$ cat config.mk
export PLATFORM = sky130hd
export DESIGN_NAME = aLawTop
export DESIGN_NICKNAME = d
export VERILOG_FILES = /design/src/logic/aLawPkg.sv /design/src/logic/aLawTop.sv /design/src/logic/codeFormatter.sv /design/src/logic/segmentFinder.sv /design/src/logic/wbSampleRegs.sv
export SDC_FILE = /design/constraint.sdc
export NUM_CORES = 1
export LEC_CHECK = 0
export BUFFER_PORTS_ARGS = -buffer_cell sky130_fd_sc_hd__clkbuf_2
export CAP_MARGIN = 20
export CORE_MARGIN = 2
export CORE_UTILIZATION = 40
export DETAILED_ROUTE_END_ITERATION = 7
export SYNTH_ARGS = -nofsm -noshare
export SYNTH_HDL_FRONTEND = slang
export SYNTH_HIERARCHICAL = 1
export SYNTH_SLANG_ARGS = --single-unit
$ cat constraint.sdc
create_clock -name clk -period 5.5 [get_ports clk]
set_input_delay 0 -clock clk [delete_from_list [all_inputs] [get_ports clk]]
set_output_delay 0 -clock clk [all_outputs]
set_load 0.05 [all_outputs]
$ cat src/logic/aLawPkg.sv
package aLawPkg;

	// Sample and code widths
	localparam int sampleWidth   = 24;
	localparam int segmentWidth  = 5;
	localparam int mantissaWidth = 8;
	localparam int codeWidth     = 15;

	// Segment clamp and mantissa cap
	localparam int maxSegment  = 18;
	localparam int mantissaMax = 255;

	// Wishbone widths
	localparam int busDataWidth = 32;
	localparam int busAddrWidth = 2;

	typedef logic [sampleWidth-1:0]   sample_t;
	typedef logic [sampleWidth-1:0]   magnitude_t;
	typedef logic [segmentWidth-1:0]  segment_t;
	typedef logic [mantissaWidth-1:0] mantissa_t;
	typedef logic [codeWidth-1:0]     code_t;
	typedef logic [busDataWidth-1:0]  busData_t;
	typedef logic [busAddrWidth-1:0]  busAddr_t;

	// Register map with addresses 2 and 3 unmapped
	localparam busAddr_t addrSample = 2'd0;
	localparam busAddr_t addrCode   = 2'd1;

	// Master to slave
	typedef struct packed {
		logic     cyc;
		logic     stb;
		logic     we;
		busAddr_t adr;
		busData_t dat;
	} wbReq_t;

	// Slave to master
	typedef struct packed {
		logic     ack;
		busData_t dat;
	} wbRsp_t;

	// Stage 1 result handed to stage 2
	typedef struct packed {
		logic       valid;
		logic       negative;
		magnitude_t magnitude;
		segment_t   segment;
	} segmentInfo_t;

endpackage

$ cat src/logic/aLawTop.sv
`timescale 1ns/1ps

module aLawTop (
	input  logic            clk,
	input  logic            rstN,
	input  aLawPkg::wbReq_t wbReq,
	output aLawPkg::wbRsp_t wbRsp
);

	// Register block to stage 1
	logic                  launch;
	aLawPkg::sample_t      sample;

	// Stage 1 to stage 2
	aLawPkg::segmentInfo_t segInfo;

	// Stage 2 back to the register block
	logic                  codeValid;
	aLawPkg::code_t        code;

	wbSampleRegs wbSampleRegs_inst (
		.clk       (clk),
		.rstN      (rstN),
		.wbReq     (wbReq),
		.wbRsp     (wbRsp),
		.launch    (launch),
		.sample    (sample),
		.codeValid (codeValid),
		.code      (code)
	);

	segmentFinder segmentFinder_inst (
		.clk     (clk),
		.rstN    (rstN),
		.launch  (launch),
		.sample  (sample),
		.segInfo (segInfo)
	);

	codeFormatter codeFormatter_inst (
		.clk       (clk),
		.rstN      (rstN),
		.segInfo   (segInfo),
		.codeValid (codeValid),
		.code      (code)
	);

endmodule

$ cat src/logic/codeFormatter.sv
`timescale 1ns/1ps

module codeFormatter (
	input  logic                  clk,
	input  logic                  rstN,
	input  aLawPkg::segmentInfo_t segInfo,
	output logic                  codeValid,
	output aLawPkg::code_t        code
);

	// Zero-extended segment field of the code word
	localparam int segFieldWidth = aLawPkg::codeWidth - aLawPkg::mantissaWidth;

	aLawPkg::magnitude_t       offset;
	aLawPkg::magnitude_t       excess;
	aLawPkg::segment_t         stepExp;
	aLawPkg::magnitude_t       steps;
	aLawPkg::mantissa_t        mantissa;
	logic [segFieldWidth-1:0]  segField;
	aLawPkg::code_t            codeWord;
	aLawPkg::code_t            signedCode;

	logic                      codeValidQ;
	aLawPkg::code_t            codeQ;

	// Segment k starts at 16 * 2^k
	assign offset = aLawPkg::magnitude_t'(16) << segInfo.segment;

	// Nothing counts below the segment start
	assign excess = (segInfo.magnitude >= offset) ? (segInfo.magnitude - offset) : '0;

	// Segment 0 shares the step of segment 1
	assign stepExp = (segInfo.segment == '0) ? aLawPkg::segment_t'(1) : segInfo.segment;

	assign steps = excess >> stepExp;

	always_comb begin
		if (steps > aLawPkg::magnitude_t'(aLawPkg::mantissaMax)) begin
			mantissa = aLawPkg::mantissa_t'(aLawPkg::mantissaMax);
		end else begin
			mantissa = steps[aLawPkg::mantissaWidth-1:0];
		end
	end

	assign segField = segFieldWidth'(segInfo.segment);
	assign codeWord = {mantissa, segField};

	// Negative samples carry the two's complement of the whole word
	assign signedCode = segInfo.negative ? aLawPkg::code_t'(-codeWord) : codeWord;

	always_ff @(posedge clk or negedge rstN) begin
		if (!rstN) begin
			codeValidQ <= 1'b0;
		end else begin
			codeValidQ <= segInfo.valid;
		end
	end

	always_ff @(posedge clk) begin
		if (segInfo.valid) begin
			codeQ <= signedCode;
		end
	end

	assign codeValid = codeValidQ;
	assign code      = codeQ;

endmodule

$ cat src/logic/segmentFinder.sv
`timescale 1ns/1ps

module segmentFinder (
	input  logic                  clk,
	input  logic                  rstN,
	input  logic                  launch,
	input  aLawPkg::sample_t      sample,
	output aLawPkg::segmentInfo_t segInfo
);

	// Lowest magnitude bit that moves a sample out of segment 0
	localparam int firstSegBit = 5;

	logic                 negative;
	aLawPkg::magnitude_t  magnitude;
	aLawPkg::segment_t    segment;

	logic                 validQ;
	logic                 negativeQ;
	aLawPkg::magnitude_t  magnitudeQ;
	aLawPkg::segment_t    segmentQ;

	// Zero counts as positive
	assign negative  = sample[aLawPkg::sampleWidth-1];
	assign magnitude = negative ? aLawPkg::magnitude_t'(-sample) : aLawPkg::magnitude_t'(sample);

	// Segment follows the highest set bit with bit 5 giving segment 1
	always_comb begin
		segment = '0;
		for (int i = firstSegBit; i < aLawPkg::sampleWidth; i++) begin
			if (magnitude[i]) begin
				segment = aLawPkg::segment_t'(i - firstSegBit + 1);
			end
		end
		// Only -2^23 reaches past the last segment
		if (segment > aLawPkg::segment_t'(aLawPkg::maxSegment)) begin
			segment = aLawPkg::segment_t'(aLawPkg::maxSegment);
		end
	end

	always_ff @(posedge clk or negedge rstN) begin
		if (!rstN) begin
			validQ <= 1'b0;
		end else begin
			validQ <= launch;
		end
	end

	always_ff @(posedge clk) begin
		if (launch) begin
			negativeQ  <= negative;
			magnitudeQ <= magnitude;
			segmentQ   <= segment;
		end
	end

	always_comb begin
		segInfo.valid     = validQ;
		segInfo.negative  = negativeQ;
		segInfo.magnitude = magnitudeQ;
		segInfo.segment   = segmentQ;
	end

endmodule

$ cat src/logic/wbSampleRegs.sv
`timescale 1ns/1ps

module wbSampleRegs (
	input  logic             clk,
	input  logic             rstN,
	input  aLawPkg::wbReq_t  wbReq,
	output aLawPkg::wbRsp_t  wbRsp,
	output logic             launch,
	output aLawPkg::sample_t sample,
	input  logic             codeValid,
	input  aLawPkg::code_t   code
);

	logic              ackQ;
	logic              launchQ;
	aLawPkg::busData_t rdDataQ;
	aLawPkg::sample_t  sampleQ;
	aLawPkg::code_t    codeQ;
	logic [1:0]        pendingCount;

	logic              request;
	logic              codeRead;
	logic              ackNext;
	logic              launchNext;
	aLawPkg::busData_t rdDataNext;

	// A transfer counts as new until its ack has been given
	assign request  = wbReq.cyc && wbReq.stb && !ackQ;
	assign codeRead = request && !wbReq.we && (wbReq.adr == aLawPkg::addrCode);

	// Code reads are held off while samples are still in the pipeline
	assign ackNext    = request && (!codeRead || (pendingCount == 2'd0));
	assign launchNext = request && wbReq.we && (wbReq.adr == aLawPkg::addrSample);

	always_comb begin
		rdDataNext = '0;
		if (!wbReq.we) begin
			case (wbReq.adr)
				aLawPkg::addrSample: rdDataNext = aLawPkg::busData_t'(sampleQ);
				aLawPkg::addrCode:   rdDataNext = aLawPkg::busData_t'(codeQ);
				default:             rdDataNext = '0;
			endcase
		end
	end

	always_ff @(posedge clk or negedge rstN) begin
		if (!rstN) begin
			ackQ    <= 1'b0;
			launchQ <= 1'b0;
		end else begin
			ackQ    <= ackNext;
			launchQ <= launchNext;
		end
	end

	// Read data is latched with the ack
	always_ff @(posedge clk) begin
		if (ackNext) begin
			rdDataQ <= rdDataNext;
		end
	end

	always_ff @(posedge clk or negedge rstN) begin
		if (!rstN) begin
			sampleQ <= '0;
		end else if (launchNext) begin
			sampleQ <= wbReq.dat[aLawPkg::sampleWidth-1:0];
		end
	end

	always_ff @(posedge clk or negedge rstN) begin
		if (!rstN) begin
			codeQ <= '0;
		end else if (codeValid) begin
			codeQ <= code;
		end
	end

	// Items in flight count up on launch and down on each finished code
	always_ff @(posedge clk or negedge rstN) begin
		if (!rstN) begin
			pendingCount <= 2'd0;
		end else begin
			case ({launchNext, codeValid})
				2'b10:   pendingCount <= pendingCount + 2'd1;
				2'b01:   pendingCount <= pendingCount - 2'd1;
				default: pendingCount <= pendingCount;
			endcase
		end
	end

	always_comb begin
		wbRsp.ack = ackQ;
		wbRsp.dat = rdDataQ;
	end

	assign launch = launchQ;
	assign sample = sampleQ;

endmodule

==> results of run 1 <==
-- layer usage --
| layer | up-vias | wire (um) |
|---|---|---|
| li1 | 3655 | - |
| met1 | 3690 | 11400 |
| met2 | 257 | 10900 |
| met3 | 49 | 1220 |
| met4 | 0 | 760 |
| met5 | - | 0 |
-- synthesized netlist by cell type, types with 14 or more instances --
cell type  instances
a21oi_1           50
a22o_1            17
and2_1            15
buf_2             14
clkbuf_1          35
dfrtp_1           45
edfxtp_1          69
ha_1              29
inv_1             17
mux2_2            30
mux2_4            18
mux2i_1           17
nand2_1           77
nand3_1           26
nor2_1            69
nor3_1            25
o21ai_0           49
or3_1             16
xnor2_1           30
-- power groups by stage --
| stage | clock, mW | combinational [mW] | sequential [mW] |
|---|---|---|---|
| global placement | 0 | 0.656 | 1.19 |
| finish | 1.10 | 0.688 | 1.17 |
| floorplan | 0 | 0.510 | 1.16 |
| global route | 1.15 | 0.759 | 1.19 |
| CTS | 1.12 | 0.683 | 1.17 |
| detailed placement | 0 | 0.664 | 1.19 |
-- area by class of cell --
type	instances	area [sq um]	area share [%]
clock buffers	19	433	4.25
clock inverters	13	161	1.59
inverters	19	71.3	0.701
multi-input cells	722	5060	49.7
flip-flops and latches	114	3200	31.4
well taps	275	344	3.38
repair buffers	127	911	8.95
-- final timing paths --
path | start | endpoint | depth (start not counted) | slack, ns
min in group asynchronous | rstN | codeFormatter_inst/codeValid | 3 | 0.21
worst max register to register | segmentFinder_inst/segmentQ[3] | codeFormatter_inst/code[7] | 17 | 0.39
worst min register to register | wbSampleRegs_inst/pendingCount[1] | wbSampleRegs_inst/pendingCount[1] | 1 | 0.46
worst max-delay path | segmentFinder_inst/segmentQ[3] | codeFormatter_inst/code[7] | 17 | 0.39
max in group asynchronous | rstN | wbSampleRegs_inst/launch | 3 | 4.86
worst min-delay path | wbReq[34] | wbSampleRegs_inst/launch | 3 | 0.20
-- cell families (layout without fill, tap and decap cells) --
family,after synthesis,in the layout,share of synthesized area (%)
xor gates and xnor gates,36,36,3.65
and+or+nand+nor,311,311,18.6
AOI/OAI and AO/OA,273,273,22.7
buffers and inverters,85,178,4.68
other,1,8,0.0434
muxes,65,65,9.01
adders and majority gates,29,29,4.20
DFF,114,114,37.0
-- through the flow --
stage | std cells | utilization (%) | area [sq um] | setup WS [ns] | power [mW]
6_report | 1289 | 48.3 | 10200 | 0.394 | 2.95
5_1_grt | 1289 | 48.3 | 10200 | 0.00383 | 3.10
4_1_cts | 1288 | 48.1 | 10100 | 0.425 | 2.97
3_5_place_dp | 1231 | 44.1 | 9300 | 0.466 | 1.85
3_3_place_gp | 1231 | 44.1 | 9300 | 0.479 | 1.84
2_1_floorplan | 921 | - | 8660 | 0.958 | 1.67
-- sequential cells by signal, summed over array words and instances, names as in the netlist, 2 cells and up --
name	cells
segmentFinder_inst/magnitudeQ	24
wbSampleRegs_inst/rdDataQ	24
wbSampleRegs_inst/sample	24
codeFormatter_inst/code	15
wbSampleRegs_inst/codeQ	15
segmentFinder_inst/segmentQ	5
wbSampleRegs_inst/pendingCount	2
-- critical path: stages, from the launching register on --
cell,delay [ns]
edfxtp_1,0.76
clkinv_1,0.18
nor2_1,0.16
nand2_1,0.09
ha_1,0.30
a21oi_1,0.50
o21a_1,0.24
o21ai_0,0.12
a2111oi_2,0.70
a211oi_1,0.22
a2111oi_0,0.47
buf_4,0.19
a211o_1,0.10
o31ai_2,0.06
o2111ai_1,0.18
a22o_2,0.31
a221oi_2,0.07
xnor2_1,0.16
==> results.rst, run 1 <==
.. list-table::
   :header-rows: 1

   * - Metric
     - Value
   * - Measured slew at the worst slew-check pin
     - 1.11 ns
   * - Floorplan Core Area
     - 0.0211 sq mm
   * - Final Routed Wirelength
     - 24,200 um
   * - Fin crit period
     - 5.11 ns
   * - Global-route layer with the greatest usage
     - met2
   * - Clock transition at path regs
     - roughly 0.05 ns
   * - Via count
     - 7,651
   * - Worst skew pair latency
     - 0.41 ns
   * - Fill cell count
     - 1,980
   * - Row count
     - 53
   * - Part of the power in registers
     - 39.6%
   * - Accumulated negative setup slack
     - 0 ns
   * - Root Buffer Master
     - clkbuf_16
   * - Met2 Use GR
     - around 33%
   * - Via count of the first global-routing pass
     - 7,227
   * - Die Span Y
     - 151 um
   * - Post-Syn Instances
     - 914
   * - Number of nets with antenna violations after detailed routing
     - 0
   * - Die X-Extent
     - ~150 um
   * - Most frequent cells in the layout
     - 77 x nand2_1, 69 x nor2_1, 69 x edfxtp_1, 55 x clkbuf_2, 50 x a21oi_1
   * - Fraction of final layout cells sized beyond drive strength 1
     - between 20% and 30%
   * - Wire length of the first global-routing pass
     - 38,900 um
   * - Final weighted congestion in routability-driven placement
     - 0.951
   * - Drc violations
     - 0
   * - Switching part of the total
     - 30.4%
   * - Register area share after synthesis
     - 37.0%
   * - Clock network power share
     - 37.1%
   * - Half-perimeter wire length of the detailed placement result
     - 18,300 um
   * - Final Hold Viols
     - 0
   * - Critical path class
     - flop to flop
   * - Cells taking the most area after synthesis
     - edfxtp_1 24%, dfrtp_1 13%, ha_1 4.2%
   * - Worst path arrival time
     - 5.25 ns
   * - Max Transition Viols Final
     - 0
   * - TritonCTS clock tree
     - built
   * - Number of primary I/O pins
     - 72
   * - Achievable clock frequency
     - 196 MHz
   * - Count of different cell masters after synthesis
     - 87
   * - Library cell occupying the most area in the post-synthesis netlist
     - edfxtp_1
   * - WP data required
     - 5.65 ns
   * - Max clock buf depth
     - 2
   * - Inserted Clock Buffers
     - 17
   * - Number of antenna violations at the first check in global routing
     - 0
   * - Crit. End Element
     - flop
   * - Register bit total from synthesis
     - 114
   * - Run status
     - complete, no violations
   * - Cell area after synthesis
     - 0.00863 sq mm
   * - Combinational power share
     - 23.3%
   * - Maximum net fanout on the critical path
     - 17
   * - Ratio of final minimum period to clock period
     - 92.8%
   * - I/O Buffers
     - 55
   * - Number of max-cap violations
     - 0
   * - GRT met3 Usage
     - 3.10%
   * - Startpoint types
     - flop
   * - Leakage power total
     - 4.04 nW
   * - Final routed wire length divided by cell count
     - 18.8 um
   * - Post-CTS Repair Setup Buffers
     - 0
   * - Syn. warnings
     - 6
   * - Initial core utilization
     - approximately two fifths
   * - Mean area per synthesized cell
     - 9.45 sq um
   * - Number of inserted diodes
     - 0
   * - Pre-Repair DR Iteration Count
     - 5
   * - Count of hold-fix buffers inserted at cts
     - 25
   * - EDFF count, synth
     - 69
   * - Share of synthesized flip-flops with an asynchronous set or reset
     - 39.5%
   * - Largest net degree at the start of global routing
     - 46
   * - Minimum hold slack
     - 0.204 ns
   * - Cells resized by post-CTS repair
     - 0
   * - Proportion of netlist area held by the largest area contributor
     - 24.0%
   * - Number of vias per cell
     - 5.94
   * - Leftover overflow at the end of global routing
     - 0
   * - Synthesis-to-layout area growth
     - 17.9%
   * - H-tree lvl count
     - 4
   * - Sw Pwr
     - 0.897 mW
   * - Cell area power density
     - 290 mW/mm^2
   * - Number of nets in the finished design
     - roughly 1,100
   * - Tot GR Track Use
     - 22.0%
   * - Worst min-delay path category
     - input port to flop
   * - Global routing usage on met1
     - about a third
   * - Unrepaired setup endpoints after global routing
     - false
   * - Clock Sinks
     - 114
   * - Main synth FF type
     - edfxtp_1
   * - Leading cell type in the layout, fill and taps excluded
     - nand2_1
   * - Finish-stage setup viols
     - 0
   * - Peak ir drop on the vdd network
     - about 0.28 mV
   * - Initial DRC Count
     - 686
   * - Worst max-slew margin expressed relative to the limit
     - 25.7%
   * - Setup clock skew after layout
     - 0.0121 ns
   * - Area of the die
     - 0.0228 sq mm
   * - Internal power
     - 2.06 mW
Note: power is estimated with default switching activity, not from simulation.
==> inputs of run 2 (changes only) <==
--- a/config.mk
+++ b/config.mk
@@ -10,6 +10,7 @@
 export CORE_MARGIN = 2
 export CORE_UTILIZATION = 40
 export DETAILED_ROUTE_END_ITERATION = 7
+export PLACE_DENSITY = 0.54
 export SYNTH_ARGS = -nofsm -noshare
 export SYNTH_HDL_FRONTEND = slang
 export SYNTH_HIERARCHICAL = 1
==> results.rst, run 2 (synthesis results as in run 1) <==
.. list-table::
   :header-rows: 1

   * - Metric
     - Value
   * - Overall Power
     - 2.98 mW (+0.81%)
   * - Crit-path max cell delay
     - 0.48 ns (-0.28 ns)
   * - Number of nets with antenna violations after detailed routing
     - 0 (unchanged)
   * - Number of inserted diodes
     - 0 (unchanged)
   * - Max clock buf depth
     - 2 (unchanged)
   * - I/O Buffers
     - 55 (unchanged)
   * - Crit. End Element
     - flop
   * - Maximum net fanout on the critical path
     - 12 (-5)
   * - Cell class contributing the biggest share of worst-path delay
     - compound AO/OA/AOI/OAI gates
   * - Die Span Y
     - 151 um (unchanged)
   * - Max Transition Viols Final
     - 0 (unchanged)
   * - Initial DRC Count
     - 485 (-29%)
   * - Fraction of final layout cells sized beyond drive strength 1
     - 20.7% (-0.12 points)
   * - Die X-Extent
     - 151 um (unchanged)
   * - Row count
     - 53 (unchanged)
   * - Synthesis-to-layout area growth
     - 17.6%
   * - Area of the die
     - 0.0228 sq mm (unchanged)
   * - Number of vias per cell
     - 5.74 (-3.4%)
   * - Via count
     - 7,371 (-3.7%)
   * - Clock Sinks
     - 114 (unchanged)
   * - Final routed wire length divided by cell count
     - 18.7 um (-0.54%)
   * - Cells resized by post-CTS repair
     - 0 (unchanged)
   * - Floorplan Core Area
     - 0.0211 sq mm (unchanged)
   * - Pre-Repair DR Iteration Count
     - 5 (unchanged)
   * - Fin crit period
     - 5.10 ns (-0.00636 ns)
   * - Number of antenna violations at the first check in global routing
     - 0 (unchanged)
   * - Final Routed Wirelength
     - 24,000 um (-0.85%)
   * - Leftover overflow at the end of global routing
     - 0 (unchanged)
   * - Critical path class
     - flop to flop
   * - Final Hold Viols
     - 0 (unchanged)
   * - Final weighted congestion in routability-driven placement
     - 0.941 (-1.1%)
   * - Cell area power density
     - 293 mW/mm^2 (+1.1%)
   * - Tot GR Track Use
     - 21.7% (-0.37 points)
   * - H-tree lvl count
     - 4 (unchanged)
   * - Number of primary I/O pins
     - 72 (unchanged)
   * - Largest net degree at the start of global routing
     - 46 (unchanged)
   * - Count of hold-fix buffers inserted at cts
     - 25 (unchanged)
   * - Number of max-cap violations
     - 0 (unchanged)
   * - Wire length of the first global-routing pass
     - 38,100 um (-2.1%)
   * - Most frequent cells in the layout
     - 77 x nand2_1, 69 x edfxtp_1, 68 x nor2_1, 55 x clkbuf_2, 50 x a21oi_1
   * - Accumulated negative setup slack
     - 0 ns (unchanged)
   * - Clock transition at path regs
     - 0.06 ns (about the same)
   * - Worst skew pair latency
     - 0.41 ns (about the same)
   * - Via count of the first global-routing pass
     - 6,861 (-5.1%)
   * - Post-layout util
     - 48.1% (-0.12 points)
   * - Number of buffers and inverters on the critical path
     - 2 (unchanged)
   * - Achievable clock frequency
     - 196 MHz (+0.13%)
   * - Startpoint types
     - flop
   * - Peak ir drop on the vdd network
     - 0.253 mV (-10%)
   * - Half-perimeter wire length of the detailed placement result
     - 18,000 um (-1.4%)
   * - Finish-stage setup viols
     - 0 (unchanged)
   * - Run status
     - complete, no violations
   * - Root Buffer Master
     - clkbuf_16
   * - Worst min-delay path category
     - input port to async pin
   * - WP data required
     - 5.73 ns (+0.08 ns)
   * - Setup clock skew after layout
     - 0.0141 ns (+0.00197 ns)
   * - Worst path arrival time
     - 5.33 ns (+0.08 ns)
   * - Minimum hold slack
     - 0.206 ns (+0.00153 ns)
   * - Ratio of final minimum period to clock period
     - 92.7% (-0.12 points)
   * - Max stage delay cell, worst path
     - a2111oi_0
   * - Inserted Clock Buffers
     - 17 (unchanged)
   * - Drc violations
     - 0 (unchanged)
   * - Initial core utilization
     - 40.9% (unchanged)
   * - Cell breakdown of the critical path
     - buf_4 -> ha_1 -> nor2b_1 -> buf_4 -> nand2_1 -> ha_1 -> and4_1 -> a21boi_1 -> o21ai_1 -> a2111o_1 -> nand3_1 -> mux2_2 -> a211oi_1 -> a2111oi_0 -> nor2_1 -> a22oi_1 -> o21ai_1 -> a21oi_1
   * - Unrepaired setup endpoints after global routing
     - false
   * - Number of nets in the finished design
     - 1,065 (-0.37%)
   * - Measured slew at the worst slew-check pin
     - 1.07 ns (-0.0385 ns)
   * - Post-CTS Repair Setup Buffers
     - 0 (unchanged)
   * - Leakage power total
     - 4.03 nW (about the same)
   * - Leading cell type in the layout, fill and taps excluded
     - nand2_1
   * - Worst max-slew margin expressed relative to the limit
     - 28.3% (+2.6 points)
   * - TritonCTS clock tree
     - built
[run 2: final cells by class]
cell class,count,area (sq um)
multi-input cells,722,5060
inverters,19,71.3
repair buffers,123,868
well taps,275,344
clock inverters,15,184
flip-flops and latches,114,3200
clock buffers,17,425
fillers,2032,10900
[run 2: where the power goes]
group	total, mW	switching (mW)	leakage, nW	internal (mW)
clock	1.12	0.404	0.297	0.717
sequential	1.17	0.133	1.20	1.03
combinational	0.690	0.373	2.54	0.317
total	2.98	0.910	4.03	2.07
[run 2: routing by layer]
metal	part of all wire (%)	vias up	GRT usage [%]
met5	0	-	0
met4	2.4	0	7.15
met3	4.2	33	2.80
met2	44	226	32.5
met1	49	3449	32.3
li1	-	3663	-
[run 2: per-stage QoR]
step | worst slack, ns | instance area, sq um | std cells
floorplan | 0.958 | 8660 | 921
global placement | 0.502 | 9260 | 1227
detailed placement | 0.499 | 9260 | 1227
CTS | 0.456 | 10100 | 1284
global route | 0.0502 | 10200 | 1285
finish | 0.400 | 10200 | 1285
[run 2: path summary, 6_finish.rpt]
kind,startpoint,end,slack (ns),depth (start not counted)
min in group clk,wbReq[34],wbSampleRegs_inst/launch,0.22,3
worst max register to register,segmentFinder_inst/segmentQ[0],codeFormatter_inst/code[14],0.40,18
worst min register to register,wbSampleRegs_inst/pendingCount[1],wbSampleRegs_inst/pendingCount[1],0.46,1
max in group asynchronous,rstN,wbSampleRegs_inst/launch,4.88,3
worst min-delay path,rstN,wbSampleRegs_inst/codeQ[11],0.21,3
worst max-delay path,segmentFinder_inst/segmentQ[0],codeFormatter_inst/code[14],0.40,18
[run 2: worst register-to-register path: cells and delay by family, from the launching register on]
kind                       cells  cell delay (ns)
AOI/OAI and AO/OA              8             2.33
and+or+nand+nor                5             0.87
adders and majority gates      2             0.70
buffers and inverters          2             0.39
DFF                            1             0.36
muxes                          1             0.27
==> inputs of run 3 (changes only) <==
--- a/config.mk
+++ b/config.mk
@@ -11,6 +11,7 @@
 export CORE_UTILIZATION = 40
 export DETAILED_ROUTE_END_ITERATION = 7
 export PLACE_DENSITY = 0.54
+export REMOVE_ABC_BUFFERS = 1
 export SYNTH_ARGS = -nofsm -noshare
 export SYNTH_HDL_FRONTEND = slang
 export SYNTH_HIERARCHICAL = 1
==> constraint.sdc (replaced) <==
create_clock -name clk -period 5.5 [get_ports clk]
set_input_delay 1.1 -clock clk [delete_from_list [all_inputs] [get_ports clk]]
set_output_delay 1.1 -clock clk [all_outputs]
set_load 0.05 [all_outputs]
==> results.rst, run 3 (synthesis results as in run 1) <==
.. list-table::
   :header-rows: 1

   * - Metric
     - Value
   * - Inserted Clock Buffers
     - 17 (unchanged)
   * - Row count
     - 53 (unchanged)
   * - Accumulated negative setup slack
     - 0 ns (unchanged)
   * - Floorplan Core Area
     - 0.0211 sq mm (unchanged)
   * - Crit. End Element
     - flop
   * - Pre-Repair DR Iteration Count
     - 5 (unchanged)
   * - H-tree lvl count
     - 4 (unchanged)
   * - Largest net degree at the start of global routing
     - 46 (unchanged)
   * - Fraction of final layout cells sized beyond drive strength 1
     - 21.4% (+0.68 points)
   * - TritonCTS clock tree
     - built
   * - Most frequent cells in the layout
     - 77 x nand2_1, 69 x nor2_1, 69 x edfxtp_1, 55 x clkbuf_2, 50 x a21oi_1
   * - WP data required
     - 5.64 ns (-0.09 ns)
   * - Post-CTS Repair Setup Buffers
     - 0 (unchanged)
   * - Worst path arrival time
     - 5.25 ns (-0.08 ns)
   * - Startpoint types
     - flop
   * - Initial DRC Count
     - 603 (+24%)
   * - Leakage power total
     - 3.95 nW (-2.1%)
   * - Leftover overflow at the end of global routing
     - 0 (unchanged)
   * - Minimum setup slack in the final design
     - 0.390 ns (-0.00953 ns)
   * - Ratio of final minimum period to clock period
     - 92.9% (+0.17 points)
   * - Wire length of the first global-routing pass
     - 38,300 um (+0.51%)
   * - Via count
     - 7,444 (+0.99%)
   * - Initial core utilization
     - 40.9% (unchanged)
   * - Peak ir drop on the vdd network
     - 0.220 mV (-13%)
   * - Count of hold-fix buffers inserted at cts
     - 0 (-100%)
   * - Number of primary I/O pins
     - 72 (unchanged)
   * - Half-perimeter wire length of the detailed placement result
     - 18,300 um (+1.3%)
   * - Measured slew at the worst slew-check pin
     - 1.05 ns (-0.0230 ns)
   * - Final routed wire length divided by cell count
     - 19.2 um (+2.5%)
   * - Number of max-cap violations
     - 0 (unchanged)
   * - Clock Sinks
     - 114 (unchanged)
   * - Die Span Y
     - 151 um (unchanged)
   * - Final Hold Viols
     - 0 (unchanged)
   * - Tot GR Track Use
     - 21.7% (about the same)
   * - Cells resized by post-CTS repair
     - 0 (unchanged)
   * - Final weighted congestion in routability-driven placement
     - 0.917 (-2.5%)
   * - Max Transition Viols Final
     - 0 (unchanged)
   * - Run status
     - complete, no violations
   * - Crit path from
     - segmentFinder_inst/segmentQ[0]
   * - Worst min-delay path category
     - flop to flop
   * - Achievable clock frequency
     - 196 MHz (-0.19%)
   * - Synthesis-to-layout area growth
     - 14.9%
   * - Cell area power density
     - 300 mW/mm^2 (+2.2%)
   * - Area of the die
     - 0.0228 sq mm (unchanged)
   * - Critical path class
     - flop to flop
   * - Number of nets with antenna violations after detailed routing
     - 0 (unchanged)
   * - Die X-Extent
     - 151 um (unchanged)
   * - Finish-stage setup viols
     - 0 (unchanged)
   * - Startpoint of the most critical hold path
     - wbSampleRegs_inst/pendingCount[1]
   * - Max clock buf depth
     - 2 (unchanged)
   * - Worst max-slew margin expressed relative to the limit
     - 29.9% (+1.5 points)
   * - I/O Buffers
     - 55 (unchanged)
   * - Pre-CTS WS
     - 0.463 ns (-0.0364 ns)
   * - Fin crit period
     - 5.11 ns (+0.00953 ns)
   * - Minimum hold slack
     - 0.470 ns (+0.264 ns)
   * - Drc violations
     - 0 (unchanged)
   * - Clock transition at path regs
     - 0.06 ns (about the same)
   * - Leading cell type in the layout, fill and taps excluded
     - nand2_1
   * - Number of antenna violations at the first check in global routing
     - 0 (unchanged)
   * - Setup clock skew after layout
     - 0.00971 ns (-0.00438 ns)
   * - Reg2reg start
     - segmentFinder_inst/segmentQ[0]
   * - Root Buffer Master
     - clkbuf_16
   * - Number of vias per cell
     - 5.89 (+2.7%)
   * - Maximum net fanout on the critical path
     - 8 (-4)
   * - R2R Setup Slk
     - 0.39 ns (about the same)
   * - Final Routed Wirelength
     - 24,200 um (+0.76%)
   * - Unrepaired setup endpoints after global routing
     - false
   * - Worst skew pair latency
     - 0.41 ns (about the same)
   * - Number of nets in the finished design
     - 1,042 (-2.2%)
   * - Via count of the first global-routing pass
     - 6,892 (+0.45%)
## run 3: cell count changes in the layout (fill, tap and decap cells not counted), sizes merged
cell | before | now
clkinvlp | 1 | 0
buf | 43 | 45
dlygate4sd3 | 25 | 0
diode | 0 | 1
clkinv | 11 | 7
bufinv | 3 | 1
clkbuf | 72 | 76
inv | 19 | 22
## run 3: final timing paths
path / end / depth (start not counted)
setup / recovery: codeFormatter_inst/code[13] / 18
hold / removal: wbSampleRegs_inst/pendingCount[1] / 1
setup reg to reg: codeFormatter_inst/code[13] / 18
hold reg to reg: wbSampleRegs_inst/pendingCount[1] / 1
max in group asynchronous: wbSampleRegs_inst/sample[19] / 2
min in group asynchronous: wbSampleRegs_inst/codeQ[6] / 2
## run 3: power breakdown
group | total (mW) | internal [mW] | switching (mW) | leakage [nW]
sequential | 1.17 | 1.03 | 0.140 | 1.20
clock | 1.13 | 0.721 | 0.411 | 0.311
combinational | 0.668 | 0.301 | 0.367 | 2.44
total | 2.97 | 2.06 | 0.918 | 3.95
## run 3: critical path, stage by stage, from the launching register on
cell and delay, ns:
edfxtp_1 0.38, inv_1 0.20, ha_1 0.24, ha_1 0.22, nand2_1 0.10, ha_1 0.40
a21oi_1 0.59, o211ai_1 0.19, a21boi_0 0.34, a2111o_1 0.20, nand3_1 0.25, o221a_2 0.43
or4b_1 0.46, and3_1 0.21, o32ai_2 0.15, buf_4 0.19, nor3b_2 0.05, mux2i_1 0.13
o21ai_0 0.11
## run 3: cell type report
type	count	area [sq um]
diodes	1	2.50
clock buffers	21	514
clock inverters	11	109
fillers	2036	11200
inverters	19	71.3
multi-input cells	722	5060
flip-flops and latches	114	3200
well taps	275	344
repair buffers	100	621
## run 3: routing by layer
| metal | global-route usage [%] | part of all wire, % |
|---|---|---|
| met5 | 0 | 0 |
| met4 | 6.03 | 1.8 |
| met3 | 2.62 | 4.0 |
| met2 | 33.8 | 46 |
| met1 | 31.8 | 48 |
## run 3: metrics by stage
stage | cell area, sq um | power, mW | utilization [%] | std cells
CTS | 9890 | 2.99 | 46.9 | 1260
finish | 9920 | 2.97 | 47.0 | 1263
detailed placement | 9270 | 1.85 | 44.0 | 1228
floorplan | 8330 | 1.65 | - | 855
global placement | 9270 | 1.84 | 44.0 | 1228
global route | 9910 | 3.12 | 47.0 | 1262
